File: src/logic/register_file.sv
module register_file (
    input  logic        clk,
    input  logic        reset,
    input  logic        en,
    input  logic        write_en,
    input  logic [4:0]  write_reg,
    input  logic [31:0] write_data,
    input  logic [4:0]  read_reg_a,
    input  logic [4:0]  read_reg_b,
    output logic [31:0] read_data_a,
    output logic [31:0] read_data_b
);

    logic [31:0] regs [32];
    logic        writing;

    assign writing = write_en && (write_reg != 5'd0);

    always_ff @(posedge clk) begin
        if (reset) begin
            for (int i = 0; i < 32; i++) begin
                regs[i] <= '0;
            end
        end else if (en && writing) begin
            regs[write_reg] <= write_data;
        end
    end

    // bypass the write in flight
    assign read_data_a = (writing && write_reg == read_reg_a) ? write_data : regs[read_reg_a];
    assign read_data_b = (writing && write_reg == read_reg_b) ? write_data : regs[read_reg_b];

endmodule

File: config.mk
export PLATFORM = sky130hd
export DESIGN_NAME = register_file
export DESIGN_NICKNAME = d
export VERILOG_FILES = /design/src/logic/register_file.sv
export SDC_FILE = /design/constraint.sdc
export NUM_CORES = 2
export LEC_CHECK = 0
export ABC_CLOCK_PERIOD_IN_PS = 2300
export BUFFER_PORTS_ARGS = -buffer_cell sky130_fd_sc_hd__buf_2
export CORE_ASPECT_RATIO = 0.8
export CORE_MARGIN = 2
export CORE_UTILIZATION = 64
export CTS_BUF_LIST = sky130_fd_sc_hd__clkbuf_16
export CTS_CLUSTER_DIAMETER = 40
export CTS_CLUSTER_SIZE = 12
export DETAILED_ROUTE_END_ITERATION = 12
export PLACE_DENSITY = 0.9
export SLEW_MARGIN = 30
export SYNTH_ARGS = -nofsm -noshare
export SYNTH_HDL_FRONTEND = slang
export SYNTH_SLANG_ARGS = --single-unit
File: constraint.sdc
create_clock -name clk -period 2.3 [get_ports clk]
set_input_delay 0.115 -clock clk [delete_from_list [all_inputs] [get_ports clk]]
set_output_delay 0.115 -clock clk [all_outputs]
set_load 0.1 [all_outputs]
==> results of run 1 <==
## cell families after synthesis
logic type / after synthesis / share of synthesized area
other: 1 / 0.0000697
flip-flops: 1024 / 0.571
XOR/XNOR: 10 / 0.00163
multiplexers: 518 / 0.214
AO/OA/AOI/OAI: 318 / 0.0361
buffers and inverters: 389 / 0.0358
AND/OR/NAND/NOR: 1235 / 0.141
## layer usage
| metal | GRT overflow | global-route usage |
|---|---|---|
| met1 | 17 | 0.779 |
| met2 | 32 | 0.893 |
| met3 | 9 | 0.788 |
| met4 | 27 | 0.724 |
| met5 | 4 | 0.708 |
## per-stage QoR
| stage | instances | cell area [sq um] | worst slack (ps) |
|---|---|---|---|
| 3_3_place_gp | 4651 | 59400 | 6.07 |
| 3_5_place_dp | 4651 | 59400 | -63.9 |
| 4_1_cts | 4906 | 65200 | -700 |
| 2_1_floorplan | 3526 | 54400 | -183 |
## timing repair
item	in CTS
setup endpoints to repair	64
resized for setup	205
buffers inserted	10
endpoints found under the hold margin	47
pin swaps	95
hold buffers	5
==> results.json, run 1 <==
{
  "status": "aborted with a tool error",
  "synth_area_leaders": "edfxtp_1, mux4_2, and2_1, o22ai_1, clkbuf_1",
  "dp_hpwl_mm": 117,
  "synth_edf_count": 1024,
  "clock-root-buffer": "clkbuf_16",
  "synth_top_cell_by_area": "edfxtp_1",
  "cts_inserted_buffers": 134,
  "async_flop_share": 0,
  "antenna_found_initial": 62,
  "crit_endpoint": "read_data_b[31]",
  "grtUsageTotal": 0.805,
  "io_buffers": 114,
  "io_pins": 115,
  "overflow": 89,
  "synth_cells": 3495,
  "dieWidth_um": 328,
  "syn_area_sq_um": 53800,
  "h-tree-depth": 4,
  "num_rows": 95,
  "error_line": "[ERROR GRT-0232] Routing congestion too high. Check the congestion heatmap in the GUI.",
  "haltStage": "global routing (5_1_grt)",
  "syn_avg_cell_area_sq_um": 15.4,
  "yosysUniqueCellTypes": 40,
  "ys_ff_latch": 1024,
  "yosysMostFrequentCell": "edfxtp_1",
  "clkSinkCount": 1024,
  "grt_start_max_net_pins": 64,
  "yosys-top-cells-count": "edfxtp_1, and2_1, mux4_2",
  "yosysSeqAreaShare": 0.571,
  "chipHeight_um": 263,
  "ys.flop_type": "edfxtp_1",
  "synthDominantCellAreaShare": 0.571,
  "gp_congestion": 0.971,
  "start_util": 0.643,
  "worst_endpoint_kind": "output port",
  "yosys_warnings": 0,
  "clock_path_buffers": 3
}
==> run 2, diff against run 1 <==
CORE_ASPECT_RATIO = not set   (was 0.8)
CORE_UTILIZATION = 40   (was 64)
CTS_BUF_LIST = not set   (was sky130_fd_sc_hd__clkbuf_16)
CTS_CLUSTER_DIAMETER = not set   (was 40)
CTS_CLUSTER_SIZE = not set   (was 12)
PLACE_DENSITY = not set   (was 0.9)
PLACE_DENSITY_LB_ADDON = 0.15   (was not set)
==> results.json, run 2 <==
{
  "status": "finished, violations left",
  "violations": "negative setup slack",
  "overflow": 0,
  "synth_cells": 3495,
  "layout_commonest_cell": "edfxtp_1",
  "dieWidth_um": 371,
  "start_util": 0.403,
  "area_delta_synth_final_pct": 23.1,
  "ys_ff_latch": 1024,
  "via_count": 34700,
  "finalPower_mw": 49.3,
  "grtUsageTotal": 0.284,
  "dp_cells": 5364,
  "syn_avg_cell_area_sq_um": 15.4,
  "yosysSeqAreaShare": 0.571,
  "worst_slack_ps": -498,
  "yosys-top-cells-count": "edfxtp_1, and2_1, mux4_2",
  "yosysMostFrequentCell": "edfxtp_1",
  "h-tree-depth": 3,
  "grt_pass1_wl_mm": 272,
  "mostFrequentLayoutCells": "edfxtp_1, and2_1, mux4_2",
  "dp_hpwl_mm": 128,
  "antenna_left": 0,
  "multi_input_area_sq_um": 23600,
  "slowest_delay_ps": 480,
  "chipHeight_um": 371,
  "via_per_inst": 6.24,
  "drtIter0Drc": 4438,
  "setup_viol": 64,
  "io_buffers": 114,
  "cts_inserted_buffers": 112,
  "worstPathRequired_ps": 2180,
  "finalSetupTns_ps": -13140,
  "clock-root-buffer": "clkbuf_16",
  "cp_cell_sequence": "mux4_2 -> mux2i_1 -> nor2_1 -> or4_1 -> o211a_4 -> buf_12",
  "slew_violations": 0,
  "routed_wl_mm": 195,
  "largest_register_ffs": 1024,
  "worst_pin_slew_ps": 788,
  "stdcell_count": 5571,
  "path_buf_inv": 1,
  "end_kind": "primary output",
  "synth_edf_count": 1024,
  "first_global_vias": 36000,
  "num_rows": 134,
  "die_area_sq_um": 138000,
  "start_kind": "register",
  "biggestRegsByFlops": "regs x1024",
  "clock_path_buffers": 3,
  "hold_path.class": "input pin to register",
  "io_pins": 115,
  "synth_area_leaders": "edfxtp_1, mux4_2, and2_1, o22ai_1, clkbuf_1",
  "clkSinkCount": 1024,
  "grt_setup_unrepaired": "true",
  "crit_slowest_cell": "or4_1",
  "yosysUniqueCellTypes": 40,
  "cp.arrival_ps": 2680,
  "timing.slew.headroom": 0.475,
  "syn_area_sq_um": 53800,
  "drive_gt1_frac": 0.383,
  "tritoncts": "done",
  "async_flop_share": 0,
  "core_sq_um": 133000,
  "seqCellArea_sq_um": 30700,
  "grt_start_max_net_pins": 50,
  "num-nets-final": 3754,
  "crit_fanout": 2,
  "synthDominantCellAreaShare": 0.571,
  "synth_top_cell_by_area": "edfxtp_1",
  "crit_type": "register to primary output",
  "ys.flop_type": "edfxtp_1",
  "dr.pass1.iters": 6,
  "hold_viol_final": 0,
  "period_share": 1.22,
  "regMostFlops": "regs",
  "vdd_drop_max_uv": 728,
  "power.density_nw_per_um2": 744,
  "antenna_found_initial": 24,
  "drc_errors": 0,
  "leakage_nw": 22.5,
  "path_delay_family": "multiplexers",
  "yosys_warnings": 0,
  "path_clk_slew_ps": 60,
  "gp_congestion": 0.908,
  "routedWlPerCell_um": 34.9,
  "maxCapViolations": 0,
  "fin_crit_ps": 2800,
  "fill_cells": 11100,
  "fmax_ghz": 0.357
}
-- run 2: cell counts after synthesis --
No cell type changed its count.
-- run 2: where the power goes --
part / total [mW] / internal (mW) / switching (mW)
sequential: 22.0 / 21.5 / 0.505
clock: 18.8 / 11.2 / 7.58
combinational: 8.55 / 3.63 / 4.92
total: 49.3 / 36.3 / 13.0
-- run 2: path summary, 6_finish.rpt --
path                                  start                          to  slack [ps]  cells past startpoint
setup / recovery  regs[2][30]$_SDFFCE_PN0P_             read_data_b[30]        -500                      6
hold / removal               write_data[31]  regs[21][31]$_SDFFCE_PN0P_          70                      2
-- run 2: cell type report --
cell class              instances  area share
clock inverters                63      0.0117
clock buffers                 141      0.0452
diodes                         10    0.000378
inverters                       1   0.0000566
flip-flops and latches       1024       0.464
well taps                    1768      0.0334
repair buffers                451      0.0894
multi-input cells            2113       0.356
-- run 2: per-layer routing --
metal  GRT usage  up-vias  share of wire
li1            -    14000              -
met1       0.369    18400           0.38
met5           0        -       0.000036
met2       0.468     1957           0.49
met3      0.0475      415          0.083
met4       0.125        2          0.044
-- run 2: stage by stage --
step | instance area, sq um | setup slack (ps) | hold slack [ps] | util
finish | 66300 | -498 | 65.4 | 0.497
global route | 66200 | -557 | 71.6 | 0.496
CTS | 66100 | -514 | 19.4 | 0.495
detailed placement | 60900 | -133 | 484 | 0.456
global placement | 60900 | -139 | 483 | 0.456
floorplan | 54400 | -183 | 313 | -
-- run 2: repair_timing --
action                                  4_1_cts  5_1_grt
cloned                                        0        0
setup buffers                                 0        1
endpoints found under the setup margin       64       64
hold buffers                                  8        0
hold endpoints to repair                    120        0
pin swaps                                    88       59
resized for setup                           246       29
-- run 2: logic make-up after synthesis --
group	count (synthesis)	synth area share
buffers and inverters	389	0.0358
flip-flops	1024	0.571
multiplexers	518	0.214
XOR/XNOR	10	0.00163
AND/OR/NAND/NOR	1235	0.141
other	1	0.0000697
AO/OA/AOI/OAI	318	0.0361
Power figures use the tool's default switching activity.
