==> config.mk <==
export PLATFORM = sky130hd
export DESIGN_NAME = execute_stage
export DESIGN_NICKNAME = d
export VERILOG_FILES = /design/src/logic/laji_pkg.sv /design/src/logic/execute_stage.sv
export SDC_FILE = /design/constraint.sdc
export NUM_CORES = 1
export LEC_CHECK = 0
export BUFFER_PORTS_ARGS = -buffer_cell sky130_fd_sc_hd__buf_2
export CELL_PAD_IN_SITES_DETAIL_PLACEMENT = 1
export CELL_PAD_IN_SITES_GLOBAL_PLACEMENT = 2
export CORE_MARGIN = 4
export CORE_UTILIZATION = 26
export DETAILED_ROUTE_END_ITERATION = 10
export PLACE_DENSITY_LB_ADDON = 0.1
export SYNTH_ARGS = -nofsm -noshare
export SYNTH_HDL_FRONTEND = slang
export SYNTH_SLANG_ARGS = --single-unit
==> constraint.sdc <==
create_clock -name vclk -period 8.15
set_input_delay 1.2225 -clock vclk [all_inputs]
set_output_delay 1.2225 -clock vclk [all_outputs]
set_load 0.03 [all_outputs]
==> src/logic/laji_pkg.sv <==
package laji_pkg;

    // word-addressed memory depths
    localparam int imem_addr_bits = 8;
    localparam int dmem_addr_bits = 8;

    // fixed register numbers
    localparam logic [4:0] reg_v0 = 5'd2;
    localparam logic [4:0] reg_a0 = 5'd4;
    localparam logic [4:0] reg_ra = 5'd31;

    // syscall service codes held in v0
    localparam logic [31:0] sys_print = 32'd1;
    localparam logic [31:0] sys_exit = 32'd10;

    typedef enum logic [5:0] {
        op_special = 6'h00,
        op_j       = 6'h02,
        op_jal     = 6'h03,
        op_beq     = 6'h04,
        op_bne     = 6'h05,
        op_addiu   = 6'h09,
        op_ori     = 6'h0d,
        op_lui     = 6'h0f,
        op_lw      = 6'h23,
        op_sw      = 6'h2b
    } opcode_e;

    typedef enum logic [5:0] {
        fn_sll     = 6'h00,
        fn_jr      = 6'h08,
        fn_syscall = 6'h0c,
        fn_addu    = 6'h21,
        fn_subu    = 6'h23,
        fn_and     = 6'h24,
        fn_or      = 6'h25,
        fn_slt     = 6'h2a
    } funct_e;

    typedef enum logic [2:0] {
        alu_add, alu_sub, alu_and, alu_or, alu_slt, alu_sll, alu_lui
    } alu_op_e;

    typedef enum logic [2:0] {
        br_none, br_beq, br_bne, br_jump, br_jump_reg
    } branch_op_e;

    typedef enum logic [1:0] {wb_alu, wb_memory, wb_link} wb_src_e;

    typedef enum logic [1:0] {opb_register, opb_sign_imm, opb_zero_imm} operand_b_e;

    typedef enum logic [1:0] {fwd_regfile, fwd_memory, fwd_writeback} fwd_sel_e;

    ////////////////////////////////////////////////
    // pipeline records
    ////////////////////////////////////////////////

    typedef struct packed {
        alu_op_e    alu_op;
        branch_op_e branch_op;
        operand_b_e operand_b;
        wb_src_e    wb_src;
        logic       reg_write;
        logic       mem_read;
        logic       mem_write;
        logic       syscall;
        logic [4:0] dest;
    } ctrl_t;

    typedef struct packed {
        logic        valid;
        logic [31:0] pc_4;
        logic [31:0] instruction;
    } if_id_t;

    typedef struct packed {
        logic        valid;
        logic [31:0] pc_4;
        ctrl_t       ctrl;
        logic [4:0]  rs;
        logic [4:0]  rt;
        logic [31:0] rs_value;
        logic [31:0] rt_value;
        logic [15:0] imm16;
        logic [4:0]  shamt;
        logic [25:0] jump_index;
    } id_ex_t;

    typedef struct packed {
        logic        valid;
        logic [31:0] pc_4;
        ctrl_t       ctrl;
        logic [31:0] alu_result;
        logic [31:0] store_data;
        logic [31:0] target;
        logic [31:0] rs_value;
        logic [31:0] rt_value;
    } ex_mem_t;

    typedef struct packed {
        logic        valid;
        ctrl_t       ctrl;
        logic [31:0] write_data;
    } mem_wb_t;

endpackage

==> src/logic/execute_stage.sv <==
module execute_stage import laji_pkg::*; (
    input  id_ex_t      id_ex,
    input  fwd_sel_e    fwd_a,
    input  fwd_sel_e    fwd_b,
    input  logic [31:0] mem_result,
    input  logic [31:0] wb_result,
    output ex_mem_t     ex_mem
);

    logic [31:0] rs_value;
    logic [31:0] rt_value;
    logic [31:0] operand_b;
    logic [31:0] sign_imm;
    logic [31:0] zero_imm;
    logic [31:0] alu_result;
    logic [31:0] target;

    function automatic logic [31:0] forward(fwd_sel_e sel, logic [31:0] reg_value,
                                            logic [31:0] mem_value, logic [31:0] wb_value);
        case (sel)
            fwd_memory: return mem_value;
            fwd_writeback: return wb_value;
            default: return reg_value;
        endcase
    endfunction

    assign rs_value = forward(fwd_a, id_ex.rs_value, mem_result, wb_result);
    assign rt_value = forward(fwd_b, id_ex.rt_value, mem_result, wb_result);

    assign sign_imm = {{16{id_ex.imm16[15]}}, id_ex.imm16};
    assign zero_imm = {16'd0, id_ex.imm16};

    always_comb begin
        case (id_ex.ctrl.operand_b)
            opb_sign_imm: operand_b = sign_imm;
            opb_zero_imm: operand_b = zero_imm;
            default: operand_b = rt_value;
        endcase
    end

    ////////////////////////////////////////////////
    // alu
    ////////////////////////////////////////////////

    always_comb begin
        case (id_ex.ctrl.alu_op)
            alu_sub: alu_result = rs_value - operand_b;
            alu_and: alu_result = rs_value & operand_b;
            alu_or: alu_result = rs_value | operand_b;
            alu_slt: alu_result = {31'd0, $signed(rs_value) < $signed(operand_b)};
            alu_sll: alu_result = operand_b << id_ex.shamt;
            alu_lui: alu_result = {operand_b[15:0], 16'd0};
            default: alu_result = rs_value + operand_b;
        endcase
    end

    // branch offset counts words from pc+4
    always_comb begin
        case (id_ex.ctrl.branch_op)
            br_jump: target = {id_ex.pc_4[31:28], id_ex.jump_index, 2'b00};
            br_jump_reg: target = rs_value;
            default: target = id_ex.pc_4 + {sign_imm[29:0], 2'b00};
        endcase
    end

    always_comb begin
        ex_mem.valid = id_ex.valid;
        ex_mem.pc_4 = id_ex.pc_4;
        ex_mem.ctrl = id_ex.ctrl;
        ex_mem.alu_result = alu_result;
        ex_mem.store_data = rt_value;
        ex_mem.target = target;
        ex_mem.rs_value = rs_value;
        ex_mem.rt_value = rt_value;
    end

endmodule

; ---- After elaboration in Yosys (flattened, before gate mapping)
; Cells that the tools add are included.
[op_classes]
n_lt_le_gt_ge = 1
bitwise = 2
eq_ne = 14
muxes = 5
shifts = 1
n_addsub = 3
[op_table]
columns = cell, count
row1 = case mux 32 bit (2 select lines), 4
row2 = case mux 32 bit (6 select lines), 1
row3 = adder 32 bit, 2
row4 = bitwise AND 32 bit, 1
row5 = less-than comparator 32 bit, 1
row6 = bitwise OR 32 bit, 1
row7 = left shift 32 x 5 -> 32 bit, 1
row8 = subtractor 32 bit, 1
row9 = == test 3 bit (second input constant), 4
row10 = == test 3 x 2 -> 1 bit (second input constant), 3
row11 = == test 2 x 1 -> 1 bit (second input constant), 3
row12 = == test 2 bit (second input constant), 3
row13 = == test 3 x 1 -> 1 bit (second input constant), 1
[totals]
output_inout_bits = 212
regBits = 0
in_bits = 241

; ---- Depth between registers and ports, before layout
[depth]
word_depth = 5
ltp_mapped = 21
depth_no_buf = 18

; ---- Worst setup path after synthesis
; No wires, ideal clock.
[synth_timing]
path_kind = input to output
from = input fwd_a[0]
to = output ex_mem[141] in the netlist's numbering
t_required_ps = 6928
setup_slack_ps = 482
stages = 18
arrival_ps = 6445
cell_sequence = inv_1 -> ha_1 -> clkbuf_1 -> clkbuf_1 -> o21ai_0 -> inv_1 -> ha_1 -> buf_2 -> nor2b_1 -> or4_1 -> o21ai_1 -> o31a_1 -> o21bai_1 -> a21o_1 -> xnor2_1 -> a21oi_1 -> a211oi_1 -> a2111oi_0
[synth_lines]
columns = element, line
row1 = "start, declared", execute_stage.sv:3  ; input fwd_sel_e fwd_a,
row2 = "end, declared", execute_stage.sv:7  ; output ex_mem_t ex_mem

==> results.toml <==
[placement]
gp_congestion = 0.956
portBuffers = 419
dp_hpwl_um = 61800

[worst_setup_path]
cp.required_ps = 6930
worst-setup-path-type = "primary input to output port"
end_kind = "output port"
startpoint_type = "primary input"
arrival_ps = 6380
worst-path-max-fanout = 23

[global_routing]
antenna_found_initial = 17
grt_max_degree = 35
grt_pass1_wl_um = 103000
globalRouteOverflowTotal = 0
grt_pass1_vias = 15000
track_usage_pct = 29.3

[timing]
max_freq_mhz = 132
worstMarginPinSlew_ps = 974
fin_hold_ws_ps = 2450
setup_violations = 0
fin_setup_tns_ps = 0
rsz0062_at_grt = "false"
max_slew_margin_pct = 34.4
period_minus_slack_ps = 7600
hold_viol = 0
finalMaxSlewViolations = 0
min_period_over_period_pct = 93.2

[logic_synthesis]
yosysWarningCount = 0
yosys.area_share.simple_pct = 16.8
synthTopCellsByCount = "nor2_1 (157), a21oi_1 (144), nand2_1 (144), ha_1 (131), o21ai_0 (124)"
synth_area_leaders = "ha_1 (15%), a21oi_1 (6.5%), buf_4 (6.0%)"
synthMuxAreaShare_pct = 8.96
synth_compound_area_share_pct = 40.6
syn_nets = 2031
synth_top_area_cell = "ha_1"
synthAdderAreaFrac_pct = 15.2
synth_cells = 1656
synth.avg_cell_area_um2 = 6.74
netlist_area_mm2 = 0.0112
yosysMostFrequentCell = "nor2_1"
yosysSeqAreaShare_pct = 0
synth_top_family_by_area = "compound AO/OA/AOI/OAI gates"
ys_types = 89
synth_top_area_share_pct = 14.7
synthXorXnorAreaFrac_pct = 4.39

[die]
die_w_um = 215
num_rows = 75
io_pins = 453
initial_core_util_pct = 26.4
core_region_area_mm2 = 0.0422
dieHeight_um = 215
die_area_mm2 = 0.0463

[layout]
seq_area_um2 = 0
nets = 2355
synthToLayoutAreaGrowth_pct = 21.5
clock_buffer_count = 0
drive_gt1_share_pct = 31.0
seq_cells = 0

[run_status]
status = "finished, final reports clean"

[detailed_routing]
drt-initial-drc-count = 1108
drt-wirelength-per-cell_um = 28.7
vias_per_cell = 5.76
drtAntennaViolNets = 0
drc = 0
route.vias.total = 14600
drtPass1Iterations = 7
wirelength_um = 72500

[worst_hold_path]
min_path_type = "primary input to output port"

[power]
ir_drop_mv = 0.0486
p_per_area_mw_per_mm2 = 144
leakagePower_uw = 0.00654

[clock_network]
hold_buffers = 0
ctsResizeCount = 0
cts_setup_buffers = 0

[job]
cap_viol_max_count = 0
[stage by stage]
| step | utilization (%) | power [uW] | instances | setup slack [ps] | instance area [um2] |
|---|---|---|---|---|---|
| finish | 32.1 | 1960 | 2526 | 552 | 13600 |
| CTS | 32.1 | 1940 | 2517 | 581 | 13500 |
| floorplan | - | 1260 | 1656 | 482 | 11200 |
| detailed placement | 32.1 | 1930 | 2517 | 589 | 13500 |
| global route | 32.1 | 2090 | 2526 | 320 | 13600 |
| global placement | 32.1 | 1920 | 2517 | 573 | 13500 |
[layout make-up]
type | count | area (um2)
fillers | 5490 | 28700
inverters | 119 | 447
multi-input cells | 1345 | 9610
diodes | 9 | 22.5
repair buffers | 514 | 2810
well taps | 539 | 674
[report_power, final]
group	switching, uW	internal (uW)	total (uW)
registers	0	0	0
clock network	0	0.000148	0.000148
logic	1310	648	1960
total	1310	648	1960
[worst paths after layout]
kind / from / endpoint / slack [ps] / cells after the start
setup / recovery: fwd_b[0] / ex_mem[155] / 550 / 20
hold / removal: id_ex[121] / ex_mem[160] / 2450 / 0
[kinds of logic (layout without fill, tap and decap cells)]
| kind of cell | after synthesis | after routing |
|---|---|---|
| AO/OA/AOI/OAI | 658 | 658 |
| AND/OR/NAND/NOR | 423 | 423 |
| buffers and inverters | 311 | 633 |
| adder cells (fa/ha/maj) | 134 | 134 |
| multiplexers | 74 | 74 |
| XOR/XNOR | 56 | 56 |
| other | 0 | 9 |
[placed cells by master, fill, tap and decap left out, drive strengths merged, types with 14 or more instances in the layout]
cell	count
a21o	39
o221ai	25
xnor2	45
a221oi	14
nand3	16
nand2b	16
nor2	159
o211ai	18
o21bai	14
and2	24
a221o	20
nand2	144
mux2	23
a22oi	70
o31ai	17
nor3	17
inv	117
a211oi	30
buf	514
a21oi	145
mux4	17
a22o	18
o21ai	145
mux2i	34
ha	131
o22ai	20
[metal layers]
| metal | track usage [%] | vias up | part of all wire (%) |
|---|---|---|---|
| met3 | 6.07 | 107 | 7.1 |
| met4 | 11.1 | 12 | 4.4 |
| met5 | 0 | - | 0.12 |
| met1 | 36.6 | 7175 | 41 |
| li1 | - | 6685 | - |
| met2 | 49.7 | 574 | 47 |
[critical path, stage by stage]
cell and delay [ps]:
buf_2 90, inv_1 40, ha_2 660, buf_4 280, nand2_1 80, o21ai_2 100, a21o_2 220, inv_1 180
ha_1 520, o211ai_1 140, o21ai_0 440, o2111ai_1 340, a21oi_1 390, o21ai_0 260, nand2_1 140, a31oi_1 150
o311ai_0 370, o211ai_1 150, a221o_1 410, buf_2 190
Power figures use the tool's default switching activity.
