File: src/logic/laji_pkg.sv
package laji_pkg;

    // word-addressed memory depths
    localparam int imem_addr_bits = 8;
    localparam int dmem_addr_bits = 8;

    // fixed register numbers
    localparam logic [4:0] reg_v0 = 5'd2;
    localparam logic [4:0] reg_a0 = 5'd4;
    localparam logic [4:0] reg_ra = 5'd31;

    // syscall service codes held in v0
    localparam logic [31:0] sys_print = 32'd1;
    localparam logic [31:0] sys_exit = 32'd10;

    typedef enum logic [5:0] {
        op_special = 6'h00,
        op_j       = 6'h02,
        op_jal     = 6'h03,
        op_beq     = 6'h04,
        op_bne     = 6'h05,
        op_addiu   = 6'h09,
        op_ori     = 6'h0d,
        op_lui     = 6'h0f,
        op_lw      = 6'h23,
        op_sw      = 6'h2b
    } opcode_e;

    typedef enum logic [5:0] {
        fn_sll     = 6'h00,
        fn_jr      = 6'h08,
        fn_syscall = 6'h0c,
        fn_addu    = 6'h21,
        fn_subu    = 6'h23,
        fn_and     = 6'h24,
        fn_or      = 6'h25,
        fn_slt     = 6'h2a
    } funct_e;

    typedef enum logic [2:0] {
        alu_add, alu_sub, alu_and, alu_or, alu_slt, alu_sll, alu_lui
    } alu_op_e;

    typedef enum logic [2:0] {
        br_none, br_beq, br_bne, br_jump, br_jump_reg
    } branch_op_e;

    typedef enum logic [1:0] {wb_alu, wb_memory, wb_link} wb_src_e;

    typedef enum logic [1:0] {opb_register, opb_sign_imm, opb_zero_imm} operand_b_e;

    typedef enum logic [1:0] {fwd_regfile, fwd_memory, fwd_writeback} fwd_sel_e;

    ////////////////////////////////////////////////
    // pipeline records
    ////////////////////////////////////////////////

    typedef struct packed {
        alu_op_e    alu_op;
        branch_op_e branch_op;
        operand_b_e operand_b;
        wb_src_e    wb_src;
        logic       reg_write;
        logic       mem_read;
        logic       mem_write;
        logic       syscall;
        logic [4:0] dest;
    } ctrl_t;

    typedef struct packed {
        logic        valid;
        logic [31:0] pc_4;
        logic [31:0] instruction;
    } if_id_t;

    typedef struct packed {
        logic        valid;
        logic [31:0] pc_4;
        ctrl_t       ctrl;
        logic [4:0]  rs;
        logic [4:0]  rt;
        logic [31:0] rs_value;
        logic [31:0] rt_value;
        logic [15:0] imm16;
        logic [4:0]  shamt;
        logic [25:0] jump_index;
    } id_ex_t;

    typedef struct packed {
        logic        valid;
        logic [31:0] pc_4;
        ctrl_t       ctrl;
        logic [31:0] alu_result;
        logic [31:0] store_data;
        logic [31:0] target;
        logic [31:0] rs_value;
        logic [31:0] rt_value;
    } ex_mem_t;

    typedef struct packed {
        logic        valid;
        ctrl_t       ctrl;
        logic [31:0] write_data;
    } mem_wb_t;

endpackage

File: src/logic/hazard_unit.sv
module hazard_unit import laji_pkg::*; (
    input  logic [4:0] id_rs,
    input  logic [4:0] id_rt,
    input  id_ex_t     id_ex,
    input  ex_mem_t    ex_mem,
    input  mem_wb_t    mem_wb,
    output logic       stall_id,
    output fwd_sel_e   fwd_a,
    output fwd_sel_e   fwd_b
);

    logic [4:0] load_dest;

    // memory stage wins over write-back and its loads are never forwarded
    function automatic fwd_sel_e select_source(logic [4:0] src, ex_mem_t em, mem_wb_t mw);
        if (src == 5'd0) begin
            return fwd_regfile;
        end
        if (em.valid && em.ctrl.reg_write && !em.ctrl.mem_read && em.ctrl.dest == src) begin
            return fwd_memory;
        end
        if (mw.valid && mw.ctrl.reg_write && mw.ctrl.dest == src) begin
            return fwd_writeback;
        end
        return fwd_regfile;
    endfunction

    ////////////////////////////////////////////////
    // load-use bubble
    ////////////////////////////////////////////////

    assign load_dest = id_ex.ctrl.dest;

    assign stall_id = id_ex.valid && id_ex.ctrl.mem_read && (load_dest != 5'd0) &&
                      (load_dest == id_rs || load_dest == id_rt);

    assign fwd_a = select_source(id_ex.rs, ex_mem, mem_wb);
    assign fwd_b = select_source(id_ex.rt, ex_mem, mem_wb);

endmodule

File: config.mk
export PLATFORM = sky130hd
export DESIGN_NAME = hazard_unit
export DESIGN_NICKNAME = d
export VERILOG_FILES = /design/src/logic/laji_pkg.sv /design/src/logic/hazard_unit.sv
export SDC_FILE = /design/constraint.sdc
export NUM_CORES = 1
export LEC_CHECK = 0
export BUFFER_PORTS_ARGS = -buffer_cell sky130_fd_sc_hd__buf_4
export CORE_AREA = 3 3 172 174
export DETAILED_ROUTE_END_ITERATION = 6
export DIE_AREA = 0 0 175 177
export SYNTH_ARGS = -nofsm -noshare
export SYNTH_HDL_FRONTEND = slang
export SYNTH_SLANG_ARGS = --single-unit
File: constraint.sdc
create_clock -name vclk -period 1.2
set_clock_uncertainty 0.2 [all_clocks]
set_input_delay 0.06 -clock vclk [all_inputs]
set_output_delay 0.06 -clock vclk [all_outputs]
set_load 0.05 [all_outputs]
After elaboration in Yosys (flattened, before gate mapping)
Index checks and enable logic that the tools add are counted.
W data, S select, Z words.
{"block": "totals", "regBits": 0, "input_bits": 447, "output_inout_bits": 5, "wordCells": 45}
{"block": "classes", "n_eq_ne": 6, "n_mux": 24, "n_reduce_logical": 15}
{"operator": "$eq A5 B5 Y1", "n": 6}
{"operator": "$mux W2", "n": 12}
{"operator": "$mux W1", "n": 12}
{"operator": "$logic_and A1 B1 Y1", "n": 10}
{"operator": "$logic_not A5 Y1", "n": 2}
{"operator": "$reduce_bool A5 Y1", "n": 1}
{"operator": "$logic_not A1 Y1", "n": 1}
{"operator": "$logic_or A1 B1 Y1", "n": 1}

Logic depth before layout (Yosys ltp)
{"block": "depth", "depth_word": 10, "ltp_mapped": 4}

Least setup slack after synthesis
No wires, ideal clock.
{"block": "synth_timing", "path_kind": "input to output", "startpoint": "in ex_mem[162] in the netlist's numbering", "endpoint": "out fwd_a[1]", "arrival_ps": 1949, "path_slack_ps": -1009, "cell_stages": 4, "n_path_buf": 0, "path_cell_list": "xor2_1 -> nor4_1 -> nand3_1 -> nor4b_1"}
{"block": "synth_between", "elab_chain_cells": 7, "word_cells_on_any_way": 9, "classes_between": "eq/ne: 1; mux: 7; reduce/logical: 1"}
{"element": "start, declared", "line": "hazard_unit.sv:5", "source": "input ex_mem_t ex_mem,"}
{"element": "$eq A5 B5 Y1 *", "line": "hazard_unit.sv:19", "source": "if (em.valid && em.ctrl.reg_write && !em.ctrl.mem_read && em.ctrl.dest == src) begin"}
{"element": "$logic_and A1 B1 Y1 *", "line": "hazard_unit.sv:19"}
{"element": "$mux W2", "line": "hazard_unit.sv:19"}
{"element": "$mux W2", "line": "hazard_unit.sv:22", "source": "if (mw.valid && mw.ctrl.reg_write && mw.ctrl.dest == src) begin"}
{"element": "$mux W2", "line": "hazard_unit.sv:25", "source": "return fwd_regfile;"}
{"element": "$mux W2 *", "line": "hazard_unit.sv:22"}
{"element": "$mux W2 *", "line": "hazard_unit.sv:19"}
{"element": "end, declared", "line": "hazard_unit.sv:8", "source": "output fwd_sel_e fwd_a,"}
Every way passes the cells marked *; elsewhere a longest branch is shown, timed or not. The select of a mux whose other input is x is not followed.

Worst setup path in the final report
{"block": "layout_timing", "startpoint": "in id_ex[123] in the netlist's numbering", "endpoint": "out stall_id"}
{"block": "layout_between", "elab_chain_cells": 3, "word_cells_on_any_way": 6, "classes_between": "eq/ne: 2; reduce/logical: 4"}
{"element": "start, declared", "line": "hazard_unit.sv:4", "source": "input id_ex_t id_ex,"}
{"element": "$eq A5 B5 Y1 / $reduce_bool A5 Y1 (equally long branches)", "line": "hazard_unit.sv:35, hazard_unit.sv:34"}
{"element": "$logic_or A1 B1 Y1 / $logic_and A1 B1 Y1 (equally long branches)", "line": "hazard_unit.sv:35, hazard_unit.sv:34"}
{"element": "$logic_and A1 B1 Y1 *", "line": "hazard_unit.sv:34", "source": "assign stall_id = id_ex.valid && id_ex.ctrl.mem_read && (load_dest != 5'd0) &&"}
{"element": "end, declared", "line": "hazard_unit.sv:7", "source": "output logic stall_id,"}
Every way passes the cells marked *; elsewhere a longest branch is shown, timed or not.

==> flow_metrics.tcl <==
set metrics [dict create \
    cp.arrival_ns 1.18 \
    setup_viol 5 \
    peakVddDrop_mv 0.0707 \
    powerDensity_nw_per_um2 241 \
    rsz0062_at_grt "true" \
    swShare_pct 38.9 \
    min_period_ns 1.44 \
    die_area_um2 31000 \
    crit_top_cell "buf_6" \
    cp_max_fo 2 \
    fin_nets 565 \
    fin_ws_ns -0.242 \
    grt_pass1_wl_um 4680 \
    grt_remaining_overflow 0 \
    start_util_pct 1.52 \
    diodes 0 \
    yosys.cell_types.count 16 \
    required_ns 0.94 \
    dr.pass1.iters 4 \
    grt_pass1_vias 657 \
    crit_family "simple AND/OR/NAND/NOR gates" \
    crit_chain "buf_6 -> or4_4 -> o211ai_1 -> a21oi_4 -> buf_6" \
    drc 0 \
    p_switching_mw 0.151 \
    ys.warnings.count 0 \
    tightest_slew_ns 0.268 \
    io_buffer_count 47 \
    fp.dieW_um 175 \
    syn_area_um2 425 \
    seq_cell_count 0 \
    grt_usage_pct 2.19 \
    dp_hpwl_um 3420 \
    fp.dieH_um 177 \
    power_frac_seq_pct 0 \
    outcome "finished with violations" \
    syn2layout_area_growth_pct 279 \
    wl_um 3690 \
    ys_seq_area_share_pct 0 \
    via_count 652 \
    p_int_mw 0.237 \
    holdWs_ns 0.340 \
    grt_max_degree 4 \
    antenna_found_initial 3 \
    p_total_mw 0.389 \
    drive_gt1_share_pct 73.3 \
    core_area_um2 27900 \
    end_kind "output port" \
    setup_tns_ns -0.985 \
    start_kind "primary input" \
    drtAntennaViolNets 0 \
    hold_path_class "in2out" \
    drv_slew 0 \
    io_pins 452 \
    dr.first_iter.drc_count 15 \
    slew_headroom_pct 82.0 \
    critPathSlowestCell "or4_4" \
    p_comb_share_pct 100.0 \
    rows 61 \
    ff_latch_area_um2 0 \
    postPlaceCellArea_um2 1410 \
    critPathKind "in2out" \
    avgSynthCellArea_um2 7.88 \
    clockPowerShare_pct 0 \
    p_leak_nw 0.520 \
    drt-vias-per-instance 1.32 \
    post-route-period-util_pct 120 \
    crit_buf_inv 2 \
    n_clock_buffer 0 \
    globalplace.congestion 0.685 \
    max_clock_freq_mhz 693 \
    maxCapViolations 0 \
    fin_util_pct 5.77 \
    violations "negative setup slack" \
    hold_buffers 0 \
    cpPeakStageDelay_ns 0.55 \
    fin_area_um2 1610 \
    syn_nets 501 \
    finalHoldViolations 0 \
    wl_per_cell_um 7.47 \
    syn-instance-count 54 \
]
## cell usage after synthesis
cell | n | area, µm²
nor4b_4 | 1 | 23.8
or4_1 | 2 | 15.0
or4_4 | 1 | 11.3
xnor2_1 | 20 | 175
nor4b_1 | 1 | 8.76
nand3b_1 | 1 | 7.51
nand4_1 | 3 | 18.8
nor2_1 | 3 | 11.3
a21oi_1 | 1 | 5.00
nor3_1 | 2 | 10.0
or3_1 | 1 | 6.26
nor2_2 | 1 | 6.26
nor4_1 | 1 | 6.26
xor2_1 | 10 | 87.6
o211ai_1 | 1 | 7.51
nand3_1 | 5 | 25.0
## layout by cell type, fill, tap and decap left out, drive strengths merged
master,count
buf,62
xnor2,20
xor2,10
nand3,5
nor2,4
nand4,3
or4,3
nor3,2
nor4b,2
nand3b,1
nor4,1
o211ai,1
a21oi,1
or3,1
## power groups by stage
stage	logic [mW]	registers [mW]	clock network [mW]
after detailed placement	0.320	0	0
after floorplan	0.112	0	0
after CTS	0.363	0	0
final	0.389	0	0
after global routing	0.415	0	0
after global placement	0.317	0	0
## worst min-delay path, cell delays in order
cell and delay, ns:
buf_4 0.11, o211ai_1 0.12, a21oi_4 0.04, buf_6 0.15
## final cells by class
type / count / area [µm²]
tap: 378 / 473
multi-input combinational: 54 / 577
timing repair buffer: 62 / 563
fill: 3355 / 26300
## per-layer routing
layer | up-vias | track usage (%) | wire length (µm) | part of all wire [%]
met5 | - | 0 | 40 | 1.1
met3 | 6 | 2.02 | 673 | 18
li1 | 317 | - | - | -
met2 | 35 | 2.75 | 1330 | 36
met4 | 6 | 0 | 7 | 0.19
met1 | 288 | 2.88 | 1640 | 44
## worst paths after layout
kind                        from  endpoint  slack, ns  cells past startpoint
worst max-delay path  id_ex[123]  stall_id      -0.24                      5
worst min-delay path  id_ex[172]  stall_id       0.34                      4
## what timing repair did
action / in CTS / in global routing
setup endpoints to repair: 5 / 5
resized for setup: 29 / 13
pin swaps: 13 / 14
setup buffers: 1 / 0
## kinds of logic after synthesis
kind of cell    after synthesis  share of synthesized area, %
compound gates                2                          2.94
xor+xnor                     30                          61.8
simple gates                 22                          35.3
## stage by stage
step | setup WS (ns) | cells
floorplan | -0.0481 | 54
global placement | -0.423 | 493
detailed placement | -0.431 | 493
CTS | -0.282 | 494
global route | -0.275 | 494
finish | -0.242 | 494
Power figures use the tool's default switching activity.
