**src/logic/laji_pkg.sv**
```systemverilog
package laji_pkg;

    // word-addressed memory depths
    localparam int imem_addr_bits = 8;
    localparam int dmem_addr_bits = 8;

    // fixed register numbers
    localparam logic [4:0] reg_v0 = 5'd2;
    localparam logic [4:0] reg_a0 = 5'd4;
    localparam logic [4:0] reg_ra = 5'd31;

    // syscall service codes held in v0
    localparam logic [31:0] sys_print = 32'd1;
    localparam logic [31:0] sys_exit = 32'd10;

    typedef enum logic [5:0] {
        op_special = 6'h00,
        op_j       = 6'h02,
        op_jal     = 6'h03,
        op_beq     = 6'h04,
        op_bne     = 6'h05,
        op_addiu   = 6'h09,
        op_ori     = 6'h0d,
        op_lui     = 6'h0f,
        op_lw      = 6'h23,
        op_sw      = 6'h2b
    } opcode_e;

    typedef enum logic [5:0] {
        fn_sll     = 6'h00,
        fn_jr      = 6'h08,
        fn_syscall = 6'h0c,
        fn_addu    = 6'h21,
        fn_subu    = 6'h23,
        fn_and     = 6'h24,
        fn_or      = 6'h25,
        fn_slt     = 6'h2a
    } funct_e;

    typedef enum logic [2:0] {
        alu_add, alu_sub, alu_and, alu_or, alu_slt, alu_sll, alu_lui
    } alu_op_e;

    typedef enum logic [2:0] {
        br_none, br_beq, br_bne, br_jump, br_jump_reg
    } branch_op_e;

    typedef enum logic [1:0] {wb_alu, wb_memory, wb_link} wb_src_e;

    typedef enum logic [1:0] {opb_register, opb_sign_imm, opb_zero_imm} operand_b_e;

    typedef enum logic [1:0] {fwd_regfile, fwd_memory, fwd_writeback} fwd_sel_e;

    ////////////////////////////////////////////////
    // pipeline records
    ////////////////////////////////////////////////

    typedef struct packed {
        alu_op_e    alu_op;
        branch_op_e branch_op;
        operand_b_e operand_b;
        wb_src_e    wb_src;
        logic       reg_write;
        logic       mem_read;
        logic       mem_write;
        logic       syscall;
        logic [4:0] dest;
    } ctrl_t;

    typedef struct packed {
        logic        valid;
        logic [31:0] pc_4;
        logic [31:0] instruction;
    } if_id_t;

    typedef struct packed {
        logic        valid;
        logic [31:0] pc_4;
        ctrl_t       ctrl;
        logic [4:0]  rs;
        logic [4:0]  rt;
        logic [31:0] rs_value;
        logic [31:0] rt_value;
        logic [15:0] imm16;
        logic [4:0]  shamt;
        logic [25:0] jump_index;
    } id_ex_t;

    typedef struct packed {
        logic        valid;
        logic [31:0] pc_4;
        ctrl_t       ctrl;
        logic [31:0] alu_result;
        logic [31:0] store_data;
        logic [31:0] target;
        logic [31:0] rs_value;
        logic [31:0] rt_value;
    } ex_mem_t;

    typedef struct packed {
        logic        valid;
        ctrl_t       ctrl;
        logic [31:0] write_data;
    } mem_wb_t;

endpackage

```
**src/logic/decoder.sv**
```systemverilog
module decoder import laji_pkg::*; (
    input  logic [31:0] instruction,
    output ctrl_t       ctrl,
    output logic [4:0]  rs,
    output logic [4:0]  rt,
    output logic [15:0] imm16,
    output logic [4:0]  shamt,
    output logic [25:0] jump_index
);

    logic [5:0] opcode;
    logic [5:0] funct;
    logic [4:0] rd;
    logic       r_alu;

    assign opcode = instruction[31:26];
    assign funct = instruction[5:0];
    assign rd = instruction[15:11];
    assign imm16 = instruction[15:0];
    assign shamt = instruction[10:6];
    assign jump_index = instruction[25:0];

    always_comb begin
        // zero control is a no-op, so unknown encodings fall through as bubbles
        ctrl = '0;
        r_alu = 1'b0;
        rs = '0;
        rt = '0;
        case (opcode)
            op_special: begin
                case (funct)
                    fn_addu: begin
                        ctrl.alu_op = alu_add;
                        r_alu = 1'b1;
                    end
                    fn_subu: begin
                        ctrl.alu_op = alu_sub;
                        r_alu = 1'b1;
                    end
                    fn_and: begin
                        ctrl.alu_op = alu_and;
                        r_alu = 1'b1;
                    end
                    fn_or: begin
                        ctrl.alu_op = alu_or;
                        r_alu = 1'b1;
                    end
                    fn_slt: begin
                        ctrl.alu_op = alu_slt;
                        r_alu = 1'b1;
                    end
                    fn_sll: begin
                        ctrl.alu_op = alu_sll;
                        ctrl.reg_write = 1'b1;
                        ctrl.dest = rd;
                        rt = instruction[20:16];
                    end
                    fn_jr: begin
                        ctrl.branch_op = br_jump_reg;
                        rs = instruction[25:21];
                    end
                    fn_syscall: begin
                        // service code and argument come through the normal read path
                        ctrl.syscall = 1'b1;
                        rs = reg_v0;
                        rt = reg_a0;
                    end
                    default: ;
                endcase
                if (r_alu) begin
                    ctrl.reg_write = 1'b1;
                    ctrl.dest = rd;
                    rs = instruction[25:21];
                    rt = instruction[20:16];
                end
            end
            op_addiu, op_ori, op_lui, op_lw: begin
                ctrl.reg_write = 1'b1;
                ctrl.dest = instruction[20:16];
                rs = (opcode == op_lui) ? 5'd0 : instruction[25:21];
                ctrl.operand_b = (opcode == op_ori || opcode == op_lui) ?
                                 opb_zero_imm : opb_sign_imm;
                ctrl.alu_op = (opcode == op_ori) ? alu_or :
                              (opcode == op_lui) ? alu_lui : alu_add;
                ctrl.mem_read = (opcode == op_lw);
                ctrl.wb_src = (opcode == op_lw) ? wb_memory : wb_alu;
            end
            op_sw: begin
                ctrl.operand_b = opb_sign_imm;
                ctrl.mem_write = 1'b1;
                rs = instruction[25:21];
                rt = instruction[20:16];
            end
            op_beq, op_bne: begin
                ctrl.branch_op = (opcode == op_beq) ? br_beq : br_bne;
                rs = instruction[25:21];
                rt = instruction[20:16];
            end
            op_j: ctrl.branch_op = br_jump;
            op_jal: begin
                ctrl.branch_op = br_jump;
                ctrl.wb_src = wb_link;
                ctrl.reg_write = 1'b1;
                ctrl.dest = reg_ra;
            end
            default: ;
        endcase
    end

endmodule

```
**config.mk**
```make
export PLATFORM = sky130hd
export DESIGN_NAME = decoder
export DESIGN_NICKNAME = d
export VERILOG_FILES = /design/src/logic/laji_pkg.sv /design/src/logic/decoder.sv
export SDC_FILE = /design/constraint.sdc
export NUM_CORES = 1
export LEC_CHECK = 0
export BUFFER_PORTS_ARGS = -buffer_cell sky130_fd_sc_hd__clkbuf_2
export CAP_MARGIN = 20
export CORE_MARGIN = 8
export CORE_UTILIZATION = 35
export DETAILED_ROUTE_END_ITERATION = 10
export PLACE_DENSITY = 0.84
export SYNTH_ARGS = -nofsm -noshare
export SYNTH_HDL_FRONTEND = slang
export SYNTH_SLANG_ARGS = --single-unit
```
**constraint.sdc**
```tcl
create_clock -name vclk -period 2.6
set_input_delay 0.52 -clock vclk [all_inputs]
set_output_delay 0.52 -clock vclk [all_outputs]
set_load 0.02 [all_outputs]
```
### Yosys cells after proc, flatten, opt, wreduce, memory -nomap -nowiden

Index checks and enable logic that the tools add are counted.

| storage, ports and cells | value |
|---|---|
| register bits after elaboration | 0 |
| output and inout bits | 76 |
| word-level logic and storage cells | 55 |

| cells by class | value |
|---|---|
| equality and inequality tests | 16 |
| muxes and demuxes | 30 |
| reduce and logical (&&, ||, !) cells | 9 |

Operators by type and width:

| cell | number |
|---|---|
| $eq A6 B6 Y1 const B | 7 |
| $eq A6 B4 Y1 const B | 5 |
| $pmux W5 S2 | 3 |
| $pmux W5 S3 | 2 |
| $mux W5 | 5 |
| $pmux W3 S5 | 1 |
| $eq A6 B2 Y1 const B | 2 |
| $eq A6 B3 Y1 const B | 2 |
| $logic_not A6 Y1 | 2 |
| $reduce_or A5 Y1 | 2 |
| $mux W1 | 9 |
| $mux W3 | 3 |
| $pmux W3 S3 | 1 |
| $pmux W2 S2 | 2 |
| $pmux W3 S2 | 1 |
| $mux W2 | 2 |
| $reduce_or A2 Y1 | 2 |
| $reduce_or A4 Y1 | 1 |
| $reduce_or A3 Y1 | 1 |
| $pmux W1 S2 | 1 |
| $logic_or A1 B1 Y1 | 1 |

### Logic depth before layout (Yosys ltp)

Gate-level depths: netlist of run 1.

| depth | value |
|---|---|
| depth in word-level cells | 6 |
| gate-level depth with buffers | 6 |
| mapped depth without buffers | 4 |

### Worst setup path after synthesis of run 1

OpenSTA, ideal clock, no wires.

| timing path | value |
|---|---|
| kind | input to output |
| start | input instruction[1] |
| end | output rt[2] |
| data arrival time | 2,387 ps |
| required time | 2,080 ps |
| slack | -307 ps |
| stages on the path | 4 |
| buffers on the path | 1 |
| path through | buf_2 or4b_2 nor4_1 o21bai_1 |

| on the way | value |
|---|---|
| cells in the longest elaborated chain, start to end | 6 |
| elaborated cells between the ends (all ways) | 13 |
| those cells by class | eq/ne: 6; mux: 5; reduce/logical: 2 |

Ends and longest elaborated chain:

| what | RTL line | RTL |
|---|---|---|
| start, declared | decoder.sv:2 | `input logic [31:0] instruction,` |
| $eq A6 B6 Y1 | decoder.sv:31 | `case (funct)` |
| $reduce_or A5 Y1 (no source line) | -- |  |
| $mux W1 | decoder.sv:31 |  |
| $mux W1 | decoder.sv:29 | `case (opcode)` |
| $mux W5 * | decoder.sv:70 | `if (r_alu) begin` |
| $pmux W5 S2 * | decoder.sv:29 |  |
| end, declared | decoder.sv:5 | `output logic [4:0] rt,` |

Mark *: on every way between the ends. The rest lies on a longest branch, timed or not. The select of a mux whose other input is x is not followed.

==> results of run 1 <==
[area by class of cell]
type / count / area [µm²]
Multi-Input combinational cell: 72 / 518.0
Timing Repair Buffer: 104 / 565.5
Inverter: 7 / 26.28
Tap cell: 30 / 37.54
Fill cell: 255 / 1330
[synth_stat cells, drive strengths merged (4+ instances only)]
master,n
a221o,5
a21boi,4
inv,7
nor4,5
nor2b,8
nor2,5
a21oi,4
nand2,4
buf,52
[timing repair]
item | CTS | global route
pin swaps | 0 | 2
hold endpoints to repair | 0 | 0
gates resized for setup | 1 | 13
endpoints found under the setup margin | 12 | 16
setup buffers | 0 | 0
[final timing paths]
check       end  depth (start not counted)
max     ctrl[2]                          6
min    shamt[3]                          0
[through the flow]
stage | hold WS (ns) | total power [µW] | worst slack (ns)
5_1_grt | 1.040 | 195.8 | -0.05379
4_1_cts | 1.040 | 179.1 | -0.02198
3_3_place_gp | 1.040 | 176.3 | -0.003983
2_1_floorplan | 1.122 | 162.5 | -0.04144
3_5_place_dp | 1.040 | 178.9 | -0.06712
6_report | 1.040 | 181.6 | 0.03870
[per-layer routing]
layer | up-vias | routed length, µm | track usage (%)
met2 | 59 | 1481 | 22.34
met1 | 456 | 1121 | 13.03
met5 | - | 0 | 0
li1 | 534 | - | -
met3 | 6 | 406 | 3.020
met4 | 0 | 24 | 1.828
[power breakdown]
part	switching [µW]	leakage (µW)	internal (µW)
Combinational	111	0.000641	70.1
Sequential	0	0	0
Clock	0	0	0
Total	111	0.000641	70.1
[worst max-delay path: stages]
cell      delay [ns]
clkbuf_2        0.10
or3b_2          0.51
a211oi_4        0.33
and3_4          0.28
a221o_1         0.15
clkbuf_2        0.16
[cells in the final DEF (no fill, tap or decap), types with 2 or more instances in the layout]
master | netlist | routed
a21boi_0 | 4 | 4
a21oi_1 | 4 | 4
a221o_1 | 5 | 5
a31oi_1 | 2 | 2
and3_1 | 3 | 2
buf_2 | 2 | 3
buf_4 | 49 | 18
clkbuf_2 | 0 | 83
inv_1 | 7 | 7
nand2_1 | 4 | 4
nand2b_1 | 2 | 2
nand3_1 | 3 | 3
nor2_1 | 5 | 5
nor2b_1 | 8 | 8
nor3_1 | 3 | 3
nor4_1 | 5 | 4
o32ai_1 | 3 | 3
or3_1 | 3 | 2
or4b_2 | 2 | 2
xor2_1 | 2 | 2
[cell families after synthesis]
logic type	Yosys count	share of synthesized area [%]
buffers and inverters	62	46.71
AOI/OAI and AO/OA	28	23.84
muxes	1	1.096
xor gates and xnor gates	2	1.918
and+or+nand+nor	41	26.44
==> flow_metrics.env, run 1 <==
export IMPL_maxCapViolCount=0
export IMPL_hp_start="instruction[9]"
export IMPL_register_area_um2=0
export IMPL_grt_max_degree=11
export IMPL_synth_seq_area_share_pct=0
export IMPL_path_max_fanout=6
export IMPL_avgSynthCellArea_um2=6.816
export IMPL_syn_to_final_growth_pct=25.62
export IMPL_antenna_left=0
export IMPL_antennaDiodeCount=0
export IMPL_fin_crit_sh_pct=98.51
export IMPL_final_hold_viol_count=0
export IMPL_hp_class="in -> out"
export IMPL_port_buffers=88
export IMPL_numSequentialCells=0
export IMPL_dieHeight_um=67.09
export IMPL_status="finished, final reports clean"
export IMPL_drt_iter0_markers=23
export IMPL_firstDrtPassIters=4
export IMPL_rows=18
export IMPL_place_area_um2=1117
export IMPL_fin_util_pct=46.31
export IMPL_finalNonFillerCells=213
export IMPL_setup_viol=0
export IMPL_postRouteWirelength_um=3033
export IMPL_core_area_um2=2477
export IMPL_grt_pass1_vias=1057
export IMPL_wl_per_cell_um=14.24
export IMPL_dp_cells=213
export IMPL_die_w_um=67.09
export IMPL_p_leak_uw=0.0006407
export IMPL_worstSetupPathType="in -> out"
export IMPL_drc=0
export IMPL_drive_gt1_share_pct=62.30
export IMPL_cp_start_kind="primary input"
export IMPL_antenna_found_initial=0
export IMPL_hold_buffers=0
export IMPL_critPathRequiredTime_ns=2.08
export IMPL_arrival_ns=2.04
export IMPL_power_density_nw_per_um2=158.2
export IMPL_end_kind="output pin"
export IMPL_final_cell_area_um2=1147
export IMPL_maxSlewViolCount=0
export IMPL_overflow=0
export IMPL_synth_top_area_share_pct=40.27
export IMPL_ys_top_cells_by_area="buf_4, a221o_1, nor2b_1"
export IMPL_startpoint="instruction[1]"
export IMPL_dp_hpwl_um=2676
export IMPL_synth_warnings=0
export IMPL_max_slew_margin_pct=70.55
export IMPL_irDropWorstVdd_uv=82.92
export IMPL_synthCells=134
export IMPL_tightestPinTransition_ns=0.4349
export IMPL_start_util_pct=36.87
export IMPL_synth_top_area_cell="buf_4"
export IMPL_grt_use_total_pct=11.84
export IMPL_grt_pass1_wl_um=4547
export IMPL_vias=1055
export IMPL_clock_fmax_mhz=390.4
export IMPL_synth_cell_type_count=34
export IMPL_place_gp_congestion=0.7634
export IMPL_rsz0062_at_grt="true"
export IMPL_nNetsFinal=217
export IMPL_period_needed_ns=2.561
export IMPL_viasPerCell=4.953
export IMPL_synthesis_nets=166
export IMPL_syn_cell_area_um2=913.4
export IMPL_nClkBuffers=0
export IMPL_dieArea_um2=4500
export IMPL_io_pins=108
export IMPL_fin_setup_tns_ns=0
Power figures use the tool's default switching activity.
==> inputs of run 2 (changes only) <==
CORE_UTILIZATION = 38   (was 35)
PLACE_DENSITY = 0.91   (was 0.84)
clock period = 3.2 ns   (was 2.6 ns; I/O delays follow)
==> run 2 against run 1 <==
  * Final cell count down 8.0%
  * Total power down 28%
  * Cell area down 13%
  * Critical path depth unchanged
  * Global-route usage up 0.71 points
  * Clock-buffer cell count unchanged
  * Setup slack better by 0.19 ns
  * Critical path type unchanged
  * Flip-flop and latch count unchanged
  * Highest routed layer unchanged
  * Wire length down 6.7%
  * Die area down 6.0%
==> flow_metrics.env, run 2 (synthesis results as in run 1) <==
export IMPL_io_pins=108
export IMPL_p_leak_uw=0.0005623
export IMPL_maxSlewViolCount=0
export IMPL_tightestPinTransition_ns=0.5053
export IMPL_postRouteWirelength_um=2831
export IMPL_cts_setup_buffers=0
export IMPL_drt_iter0_markers=20
export IMPL_hp_start="instruction[10]"
export IMPL_antenna_left=0
export IMPL_num_fill_cells=235
export IMPL_mostFrequentLayoutCell="clkbuf_2"
export IMPL_overflow=0
export IMPL_dieArea_um2=4228
export IMPL_rows=17
export IMPL_holdPathStages=0
export IMPL_end_kind="output pin"
export IMPL_cp_start_kind="primary input"
export IMPL_antenna_found_initial=0
export IMPL_fin_crit_sh_pct=92.77
export IMPL_status="finished, final reports clean"
export IMPL_critPathRequiredTime_ns=2.56
export IMPL_layout_common_cells="clkbuf_2, nor2b_1, inv_1"
export IMPL_max_slew_margin_pct=66.31
export IMPL_pwr_share_clk_pct=0
export IMPL_p_int_uw=44.86
export IMPL_final_hold_viol_count=0
export IMPL_p_comb_share_pct=100.0
export IMPL_numSequentialCells=0
export IMPL_clock_fmax_mhz=336.8
export IMPL_nNetsFinal=202
export IMPL_hold_buffers=0
export IMPL_path_max_fanout=11
export IMPL_power_density_nw_per_um2=130.8
export IMPL_die_w_um=65.03
export IMPL_dieHeight_um=65.03
export IMPL_arrival_ns=2.33
export IMPL_register_area_um2=0
export IMPL_switching_share_pct=65.56
export IMPL_grt_pass1_vias=1062
export IMPL_fin_setup_tns_ns=0
export IMPL_drc=0
export IMPL_worstSetupPathType="in -> out"
export IMPL_place_gp_congestion=0.8029
export IMPL_start_util_pct=40.90
export IMPL_cts_resized_gates=0
export IMPL_grt_pass1_wl_um=4705
export IMPL_pwr_share_seq_pct=0
export IMPL_wl_per_cell_um=14.44
export IMPL_maxCapViolCount=0
export IMPL_antennaDiodeCount=0
export IMPL_syn_to_final_growth_pct=9.041
export IMPL_p_sw_uw=85.39
export IMPL_firstDrtPassIters=4
export IMPL_port_buffers=88
export IMPL_viasPerCell=5.184
export IMPL_drive_gt1_share_pct=56.55
export IMPL_period_needed_ns=2.969
export IMPL_power_uw=130.3
export IMPL_grt_busiest_layer="met2"
export IMPL_startpoint="instruction[28]"
export IMPL_setup_viol=0
export IMPL_grtUsageMet1_pct=13.55
export IMPL_grtUsageMet2_pct=23.11
export IMPL_gr_usage_met3_pct=4.811
export IMPL_grt_max_degree=12
export IMPL_vias=1016
export IMPL_rsz0062_at_grt="false"
export IMPL_core_area_um2=2233
export IMPL_grt_use_total_pct=12.56
export IMPL_hp_class="in -> out"
export IMPL_dp_hpwl_um=2491
export IMPL_irDropWorstVdd_uv=77.75
export IMPL_hold_ws_ns=1.280
export IMPL_nClkBuffers=0
## run 2: changes by cell type in the layout (fill, tap and decap cells not counted), sizes merged
cell	before	now
buf	21	1
clkbuf	83	88
## run 2: area by class of cell
cell class / instances / area, µm² / share of cell area (%)
inverter: 7 / 26.28 / 2.638
timing repair buffer: 89 / 447.9 / 44.97
multi-input combinational: 72 / 486.7 / 48.87
tap: 28 / 35.03 / 3.518
## run 2: path summary, 6_finish.rpt
path / to
max: ctrl[4]
min: imm16[10]
## run 2: metal layers
metal / share of wire [%] / vias up
li1: - / 505
met1: 38 / 448
met2: 48 / 58
met3: 14 / 5
met4: 0.57 / 0
met5: 0 / -
## run 2: worst max-delay path: stages
cell and delay, ns:
clkbuf_2 0.16, or4_4 0.58, a211oi_2 0.26, and3_1 0.33, a221o_1 0.19, clkbuf_2 0.17
## run 2: power groups by stage
stage	combinational [µW]	clock, µW	sequential [µW]
detailed placement	131	0	0
floorplan	132	0	0
global placement	130	0	0
global route	142	0	0
finish	130	0	0
CTS	132	0	0
## run 2: metrics by stage
| step | std cells | util, % | setup WS [ns] | instance area, µm² |
|---|---|---|---|---|
| floorplan | 134 | - | 0.05331 | 913.4 |
| global placement | 196 | 44.59 | 0.2745 | 996.0 |
| detailed placement | 196 | 44.59 | 0.2182 | 996.0 |
| CTS | 196 | 44.59 | 0.2173 | 996.0 |
| global route | 196 | 44.59 | 0.06838 | 996.0 |
| finish | 196 | 44.59 | 0.2313 | 996.0 |
